## src/source/dispatch_pkg.sv

```systemverilog
package dispatch_pkg;

    // ========================================================================
    // Widths and sizes
    // ========================================================================
    parameter int DATA_WIDTH    = 32;   // Operand and result width
    parameter int NUM_LANES     = 3;
    parameter int NUM_ARCH_REGS = 32;

    typedef logic [4:0] arch_addr_t;    // x0 to x31
    typedef logic [1:0] lane_tag_t;     // Producer lane or ready

    // Tag code for a value that is already present
    parameter lane_tag_t TAG_READY = 2'd3;

    // ========================================================================
    // Shared structs
    // ========================================================================
    typedef struct packed {
        logic       in_buffer;          // Issue stage thinks it is pending
        arch_addr_t index;
    } operand_addr_t;

    typedef struct packed {
        logic       writes_rd;
        logic       use_imm;            // Operand B from immediate
        logic [3:0] op;                 // Opaque here, for the FU
    } ctrl_t;

    typedef struct packed {
        ctrl_t                 ctrl;
        operand_addr_t         rs1;
        operand_addr_t         rs2;
        arch_addr_t            rd;
        logic [DATA_WIDTH-1:0] imm;
    } issue_t;

    typedef struct packed {
        lane_tag_t             tag;     // TAG_READY once data is valid
        logic [DATA_WIDTH-1:0] data;
    } operand_t;

    typedef struct packed {
        logic [3:0]            op;
        arch_addr_t            rd;
        logic [DATA_WIDTH-1:0] operand_a;
        logic [DATA_WIDTH-1:0] operand_b;
    } exec_t;

    // One CDB slot, slot k carries lane k
    typedef struct packed {
        logic                  valid;
        arch_addr_t            rd;
        logic [DATA_WIDTH-1:0] data;
    } cdb_t;

    typedef struct packed {
        logic                  valid;
        arch_addr_t            addr;
        logic [DATA_WIDTH-1:0] data;
    } commit_t;

endpackage
```

## src/source/reservation_station.sv

```systemverilog
`timescale 1ns/1ps

module reservation_station
    import dispatch_pkg::*;
#(
    parameter lane_tag_t LANE_TAG = 2'd0    // Lane and CDB slot of this station
) (
    input  logic                 clk,
    input  logic                 rst,
    input  issue_t               issue,
    input  logic                 issue_valid,
    output logic                 issue_ready,
    output operand_addr_t [1:0]  lookup_addr,  // rs1, rs2
    input  operand_t [1:0]       lookup,
    output logic                 alloc_valid,
    output arch_addr_t           alloc_rd,
    input  cdb_t [NUM_LANES-1:0] cdb,
    output exec_t                exec,
    output logic                 exec_valid,
    input  logic                 exec_ready
);

    logic       full;           // Entry occupied
    logic [3:0] held_op;
    arch_addr_t held_rd;
    operand_t   opnd_a;
    operand_t   opnd_b;

    logic       accept;
    logic       fire;
    operand_t   cap_a;
    operand_t   cap_b;

    // ========================================================================
    // Wakeup
    // ========================================================================
    // Take data from the slot named by the tag
    function automatic operand_t wake(operand_t opnd, cdb_t [NUM_LANES-1:0] bus);
        operand_t res;
        res = opnd;
        if (opnd.tag != TAG_READY) begin
            if (bus[opnd.tag].valid) begin         // Slot k carries only lane k
                res.tag  = TAG_READY;
                res.data = bus[opnd.tag].data;
            end
        end
        return res;
    endfunction

    // ========================================================================
    // Handshakes
    // ========================================================================
    assign exec_valid  = full && opnd_a.tag == TAG_READY && opnd_b.tag == TAG_READY;
    assign fire        = exec_valid && exec_ready;
    assign issue_ready = !full || fire;            // Refill in the issuing cycle
    assign accept      = issue_valid && issue_ready;

    assign lookup_addr[0] = issue.rs1;
    assign lookup_addr[1] = issue.rs2;

    // Allocate only for real destinations
    assign alloc_valid = accept && issue.ctrl.writes_rd && issue.rd != '0;
    assign alloc_rd    = issue.rd;

    always_comb begin
        cap_a = lookup[0];
        if (issue.ctrl.use_imm) begin
            cap_b.tag  = TAG_READY;                 // Immediate is always ready
            cap_b.data = issue.imm;
        end else begin
            cap_b = lookup[1];
        end
    end

    // ========================================================================
    // Entry state
    // ========================================================================
    always_ff @(posedge clk) begin
        if (rst) begin
            full <= 1'b0;
        end else if (accept) begin
            full <= 1'b1;
        end else if (fire) begin
            full <= 1'b0;
        end
    end

    always_ff @(posedge clk) begin
        if (accept) begin
            held_op <= issue.ctrl.op;
            held_rd <= issue.rd;
            opnd_a  <= wake(cap_a, cdb);            // Same-cycle broadcast counts
            opnd_b  <= wake(cap_b, cdb);
        end else begin
            opnd_a  <= wake(opnd_a, cdb);           // Keeps listening under back-pressure
            opnd_b  <= wake(opnd_b, cdb);
        end
    end

    always_comb begin
        exec.op        = held_op;
        exec.rd        = held_rd;
        exec.operand_a = opnd_a.data;
        exec.operand_b = opnd_b.data;
    end

    // FU may sample exec at any cycle until it takes it
    assert property (@(posedge clk) disable iff (rst)
        exec_valid && !exec_ready |=> exec_valid && $stable(exec))
        else $error("lane %0d exec changed while stalled", LANE_TAG);

endmodule

```

## config.mk

```make
export PLATFORM = sky130hd
export DESIGN_NAME = reservation_station
export DESIGN_NICKNAME = d
export VERILOG_FILES = /design/src/source/dispatch_pkg.sv /design/src/source/reservation_station.sv
export SDC_FILE = /design/constraint.sdc
export NUM_CORES = 1
export LEC_CHECK = 0
export BUFFER_PORTS_ARGS = -buffer_cell sky130_fd_sc_hd__buf_4
export CORE_MARGIN = 3
export CORE_UTILIZATION = 30
export DETAILED_ROUTE_END_ITERATION = 10
export PLACE_DENSITY_LB_ADDON = 0.08
export SYNTH_ARGS = -nofsm -noshare
export SYNTH_HDL_FRONTEND = slang
export SYNTH_SLANG_ARGS = --single-unit
```

## constraint.sdc

```tcl
create_clock -name clk -period 2.8 [get_ports clk]
set_input_delay 0.56 -clock clk [delete_from_list [all_inputs] [get_ports clk]]
set_output_delay 0.56 -clock clk [all_outputs]
set_load 0.01 [all_outputs]
```

==> out/qor.txt, run 1 <==
Vias -> 6953
Layout area overhead -> 29.65%
Syn_nets -> 1061
Total track usage -> 0.2065
Final worst path period share -> 0.7697
Final Hold Viols -> 0
Net Sw Frac -> 0.3135
Final ANT Viol Nets -> 0
DRC violations left -> 0
Max Clock Freq -> 464.0 MHz
# fillers -> 2402
Synth Flop Type -> edfxtp_1
Clk Latency, worst-skew pair -> 350 ps
Area share of the largest cell type after synthesis -> 0.3110
Critical Path End -> exec[50]$_DFFE_PP_
Die span in y -> 163.4 um
Peak VDD IR -> 0.2596 mV
Count of clock tree sinks -> 78
Std cell rows -> 56
Leak -> 4.185 nW
Final Setup Violations -> 0
CTS Buf Count -> 9
CP Max Fanout -> 35
First-pass GRT wire length -> 42510 um
Worst R2R Setup Slack -> 640 ps
Initial antenna violation count -> 0
Post-DR vias/cell -> 5.296
CTS max path bufs -> 2
I/O Buffers -> 294
Post-synth design cell area -> 7435 um^2
Hold Buf Count CTS -> 0
Boundary pin count -> 334
Layout cells sized above 1 -> 0.4145
Die span in x -> 163.4 um
Place WS -> 292.9 ps
WL final -> 28730 um
Post-synthesis cell type count -> 34
Mapped Cells -> 820
Synth top area cells -> edfxtp_1, mux2i_1, buf_4
GRT overflow -> 0
CTS tree -> done
Synth area leader -> edfxtp_1
RSZ-0062 raised after global routing -> no
Reg clk slew, reported paths -> 70 ps
Global placement routability congestion -> 0.8084
Combinational share of power -> 0.327
Number of diodes -> 0
Worst r2r src -> opnd_a[32]$_SDFFCE_PP1P_
Initial DRC count -> 342
Rel. slew slack -> 0.4621
Post-route worst setup slack -> 645.0 ps
Sequential Area -> 2332 um^2
CTS Root Cell -> clkbuf_16
Reg2Reg Depth -> 6
First-pass DRT Iterations -> 5
Min Clock Period, post-route -> 2155 ps
H-tree depth -> 3
Initial Util -> 0.3112
Worst Clk Skew -> 10.26 ps
Power per Cell Area -> 425.1 nW/um^2
CTS resizes -> 0
Reg2reg end -> exec[50]$_DFFE_PP_
Post-CTS Setup Bufs -> 0
Fin util -> 0.4034
HPWL after DPL -> 19820 um
Sequential share of power -> 0.362
Crit Path Class -> register to register
Post-synthesis sequential area ratio -> 0.3137
Core footprint -> 23890 um^2
Number of global-route vias before repair -> 7005
Synth Area per Inst -> 9.067 um^2
Int Pwr -> 2.813 mW
CP Data Arrival Time -> 2180 ps
Hold Path Class -> input port to register
Routed length per instance -> 21.88 um
Largest net degree at the start of global routing -> 63
Nets -> 1230
Top-count cell post-synth -> mux2i_1
Commonest cells in the netlist -> mux2i_1, o22ai_1, buf_4
Clk pwr share -> 0.311
Req. time, crit path -> 2830 ps
Synth Register Bits -> 78
Total net switching power -> 1.284 mW
Multi-input gate area -> 4084 um^2
Fin. max-slew vios -> 0
Synth Warn # -> 0
Worst-margin pin slew -> 806.8 ps
Max Cap Viol -> 0
Async set or reset register ratio after synthesis -> 0
CP startpoint kind -> register
Die area -> 26710 um^2
Post-synth EDFFs -> 77
Crit end category -> register
Status -> finished, final reports clean
Setup crit start -> opnd_a[32]$_SDFFCE_PP1P_
kinds of logic after synthesis:
kind of cell    count (synthesis)  share of synthesized area
compound gates                297                     0.2704
buf+inv                       167                     0.1415
simple gates                  146                    0.08987
mux                           132                     0.1845
flops                          78                     0.3137
cells in the final DEF (no fill, tap or decap), types with 9 or more instances in the layout:
cell type,count
o21ai_0,59
a221oi_1,32
nor2_1,68
nand2_1,36
a21oi_1,65
edfxtp_1,77
nor2b_1,32
mux2i_1,98
buf_4,315
clkbuf_16,9
mux2_2,32
a211oi_2,30
o22ai_1,96
how the worst min path moves through the flow:
stage,from,to,cells past startpoint
after floorplan,full$_SDFFE_PP0P_,full$_SDFFE_PP0P_,2
after global placement,full$_SDFFE_PP0P_,full$_SDFFE_PP0P_,2
after detailed placement,full$_SDFFE_PP0P_,full$_SDFFE_PP0P_,2
after CTS,rst,full$_SDFFE_PP0P_,2
after global routing,rst,full$_SDFFE_PP0P_,2
final,rst,full$_SDFFE_PP0P_,2
worst max-delay path, stage by stage, from the launching register on:
cell and delay (ps):
edfxtp_1 370, buf_4 430, nor2b_4 240, buf_4 250, nand2_1 80, o211ai_1 140, buf_12 290
per-stage QoR:
step           cell area, um^2  setup TNS [ps]  hold slack [ps]  instances  total power [mW]
3_3_place_gp              9334               0            519.5       1297             2.854
4_1_cts                   9639               0            346.5       1313             4.146
6_report                  9639               0            367.3       1313             4.097
2_1_floorplan             7462           -6444            506.3        820             2.327
3_5_place_dp              9334               0            514.0       1297             2.857
5_1_grt                   9639               0            339.8       1313             4.308
cell type report:
| type | count | share of cell area |
|---|---|---|
| inverter | 3 | 0.001428 |
| clock inverter | 6 | 0.006880 |
| timing repair buffer | 322 | 0.2599 |
| multi-input combinational | 575 | 0.4237 |
| sequential | 78 | 0.2420 |
| tap | 319 | 0.04141 |
| clock buffer | 10 | 0.02479 |
routing by layer:
| metal | up-vias | GRT usage | wire length (um) |
|---|---|---|---|
| met2 | 249 | 0.3418 | 13730 |
| li1 | 3367 | - | - |
| met3 | 39 | 0.04489 | 1831 |
| met5 | - | 0 | 0 |
| met4 | 0 | 0.06459 | 643 |
| met1 | 3298 | 0.2692 | 12530 |
sequential cells by signal, summed over array words and instances (netlist names):
name	count
held_rd	5
full	1
exec	64
held_op	4
opnd_b	2
opnd_a	2
power groups by stage:
stage                     Combinational, mW  Clock [mW]  Sequential [mW]
after floorplan                       0.830           0             1.50
final                                  1.34        1.27             1.48
after global placement                 1.34           0             1.51
after CTS                              1.35        1.31             1.48
after global routing                   1.45        1.36             1.49
after detailed placement               1.35           0             1.51
No activity file was read; power rests on OpenSTA's default activity.
==> run 2, diff against run 1 <==
==> constraint.sdc (replaced) <==
create_clock -name clk -period 2.1 [get_ports clk]
set_input_delay 0.42 -clock clk [delete_from_list [all_inputs] [get_ports clk]]
set_output_delay 0.42 -clock clk [all_outputs]
set_load 0.01 [all_outputs]
==> out/qor.txt, run 2 (synthesis results as in run 1) <==
I/O Buffers -> 294 (unchanged)
Post-route worst setup slack -> 147.1 ps (-497.8 ps)
Clk Latency, worst-skew pair -> 350 ps (about the same)
Worst R2R Setup Slack -> 150 ps (-500 ps)
Nets -> 1252 (+1.8%)
Reg2Reg Depth -> 7 (+1)
Largest net degree at the start of global routing -> 45 (-29%)
Req. time, crit path -> 1680 ps (-1150 ps)
Reg clk slew, reported paths -> 60 ps (about the same)
Number of global-route vias before repair -> 7240 (+3.4%)
Count of clock tree sinks -> 78 (unchanged)
CP startpoint kind -> register
Die span in y -> 163.4 um (unchanged)
Initial antenna violation count -> 1 (+1)
Crit end category -> output port
CTS Buf Count -> 9 (unchanged)
Vias -> 7021 (+0.98%)
Most common cell after layout, fill and taps aside -> buf_4
Setup crit start -> opnd_a[32]$_SDFFCE_PP1P_
Max Clock Freq -> 512.1 MHz
Worst r2r src -> opnd_b[33]$_SDFFCE_PP1P_
Reg2reg end -> exec[34]$_DFFE_PP_
Post-DR vias/cell -> 5.255 (-0.76%)
Commonest non-fill, non-tap cells in the layout -> buf_4, mux2i_1, o22ai_1
Fin area -> 9833 um^2 (+2.0%)
Boundary pin count -> 334 (unchanged)
Final worst path period share -> 0.9299
First-pass GRT wire length -> 43350 um (+2.0%)
Core footprint -> 23890 um^2 (unchanged)
Die area -> 26710 um^2 (unchanged)
Fin. max-slew vios -> 0 (unchanged)
Final Hold Viols -> 0 (unchanged)
Initial DRC count -> 466 (+36%)
Peak VDD IR -> 0.3103 mV (+20%)
Final Setup Violations -> 0 (unchanged)
Layout cells sized above 1 -> 0.4262 (+0.01169)
Crit Path Class -> register to output port
WL final -> 29540 um (+2.8%)
Global placement routability congestion -> 0.8064 (-0.25%)
Routed length per instance -> 22.11 um (+1.1%)
Std cell rows -> 56 (unchanged)
Leak -> 4.287 nW (+2.4%)
RSZ-0062 raised after global routing -> no
CP max stage cell -> edfxtp_1
Layout area overhead -> 32.26%
Rel. slew slack -> 0.6988 (+0.2366)
Hold Path Class -> input port to register
Setup TNS -> 0 ps (unchanged)
Place WS -> 86.07 ps (-206.9 ps)
Cell Chain, Critical Path -> buf_6, buf_6, nand2_1, nor2_1, buf_4
Final ANT Viol Nets -> 0 (unchanged)
CTS Root Cell -> clkbuf_16
First-pass DRT Iterations -> 5 (unchanged)
GRT overflow -> 0 (unchanged)
DRC violations left -> 0 (unchanged)
CTS tree -> done
CTS max path bufs -> 2 (unchanged)
Worst stage delay on the critical path -> 370 ps (-60 ps)
H-tree depth -> 3 (unchanged)
Worst Clk Skew -> 7.597 ps (-2.660 ps)
Worst-margin pin slew -> 449.9 ps (-356.9 ps)
Initial Util -> 0.3112 (unchanged)
CP Data Arrival Time -> 1530 ps (-650 ps)
Min Clock Period, post-route -> 1953 ps
Total track usage -> 0.2118 (+0.005339)
CP dominant cell by count -> buf_6
HPWL after DPL -> 21320 um (+7.6%)
Die span in x -> 163.4 um (unchanged)
Power per Cell Area -> 555.7 nW/um^2 (+31%)
Max Cap Viol -> 0 (unchanged)
Max reg flops -> 64 (unchanged)
CP Max Fanout -> 18 (-49%)
Final Power -> 5.464 mW (+33%)
# fillers -> 2465 (+2.6%)
Critical Path End -> exec_valid
Placed Instance Area -> 9524 um^2 (+2.0%)
Status -> finished, final reports clean
## run 2: cell type report
| class | count | area [um^2] | area share |
|---|---|---|---|
| inverter | 3 | 13.76 | 0.001400 |
| clock buffer | 9 | 225.2 | 0.02290 |
| tap | 319 | 399.1 | 0.04059 |
| multi-input combinational | 575 | 4084 | 0.4153 |
| clock inverter | 7 | 73.82 | 0.007507 |
| sequential | 78 | 2332 | 0.2372 |
| timing repair buffer | 344 | 2703 | 0.2748 |
| antenna | 1 | 2.502 | 0.0002545 |
## run 2: worst min-delay path by stage
stage / to / start / slack (ps) / cells past startpoint
after CTS: full$_SDFFE_PP0P_ / rst / 210 / 2
after global routing: full$_SDFFE_PP0P_ / rst / 210 / 2
after global placement: full$_SDFFE_PP0P_ / full$_SDFFE_PP0P_ / 520 / 2
final: full$_SDFFE_PP0P_ / rst / 220 / 2
after detailed placement: full$_SDFFE_PP0P_ / full$_SDFFE_PP0P_ / 510 / 2
after floorplan: full$_SDFFE_PP0P_ / rst / 490 / 1
## run 2: worst max-delay path: cells and delay by family, from the launching register on
kind,cells,cell delay (ps)
flip-flops,1,370
AND/OR/NAND/NOR,2,180
buffers and inverters,3,620
## run 2: repair_timing
| action | in CTS | in global routing |
|---|---|---|
| pin swaps | 0 | 0 |
| endpoints found under the setup margin | 1 | 1 |
| gates resized for setup | 1 | 1 |
| gates cloned | 0 | 0 |
| setup buffers | 0 | 0 |
| hold buffers | 0 | 0 |
## run 2: stage by stage
step / hold slack, ps / std cells / util
CTS: 211.1 / 1335 / 0.4113
floorplan: 489.1 / 820 / -
finish: 223.6 / 1336 / 0.4116
global route: 212.1 / 1336 / 0.4116
detailed placement: 506.5 / 1319 / 0.3986
global placement: 523.1 / 1319 / 0.3986
## run 2: layer usage
metal  up-vias  track usage  share of wire
met5         -            0              0
li1       3420            -              -
met2       253       0.3585           0.48
met4         0      0.06574          0.022
met3        46      0.04489          0.064
met1      3302       0.2706           0.43
## run 2: report_power, final
group	switching [mW]	internal (mW)	total [mW]	leakage [nW]
Clock	0.717	0.925	1.64	0.136
Combinational	0.938	0.906	1.84	3.38
Sequential	0.0591	1.92	1.98	0.771
Total	1.71	3.75	5.46	4.29
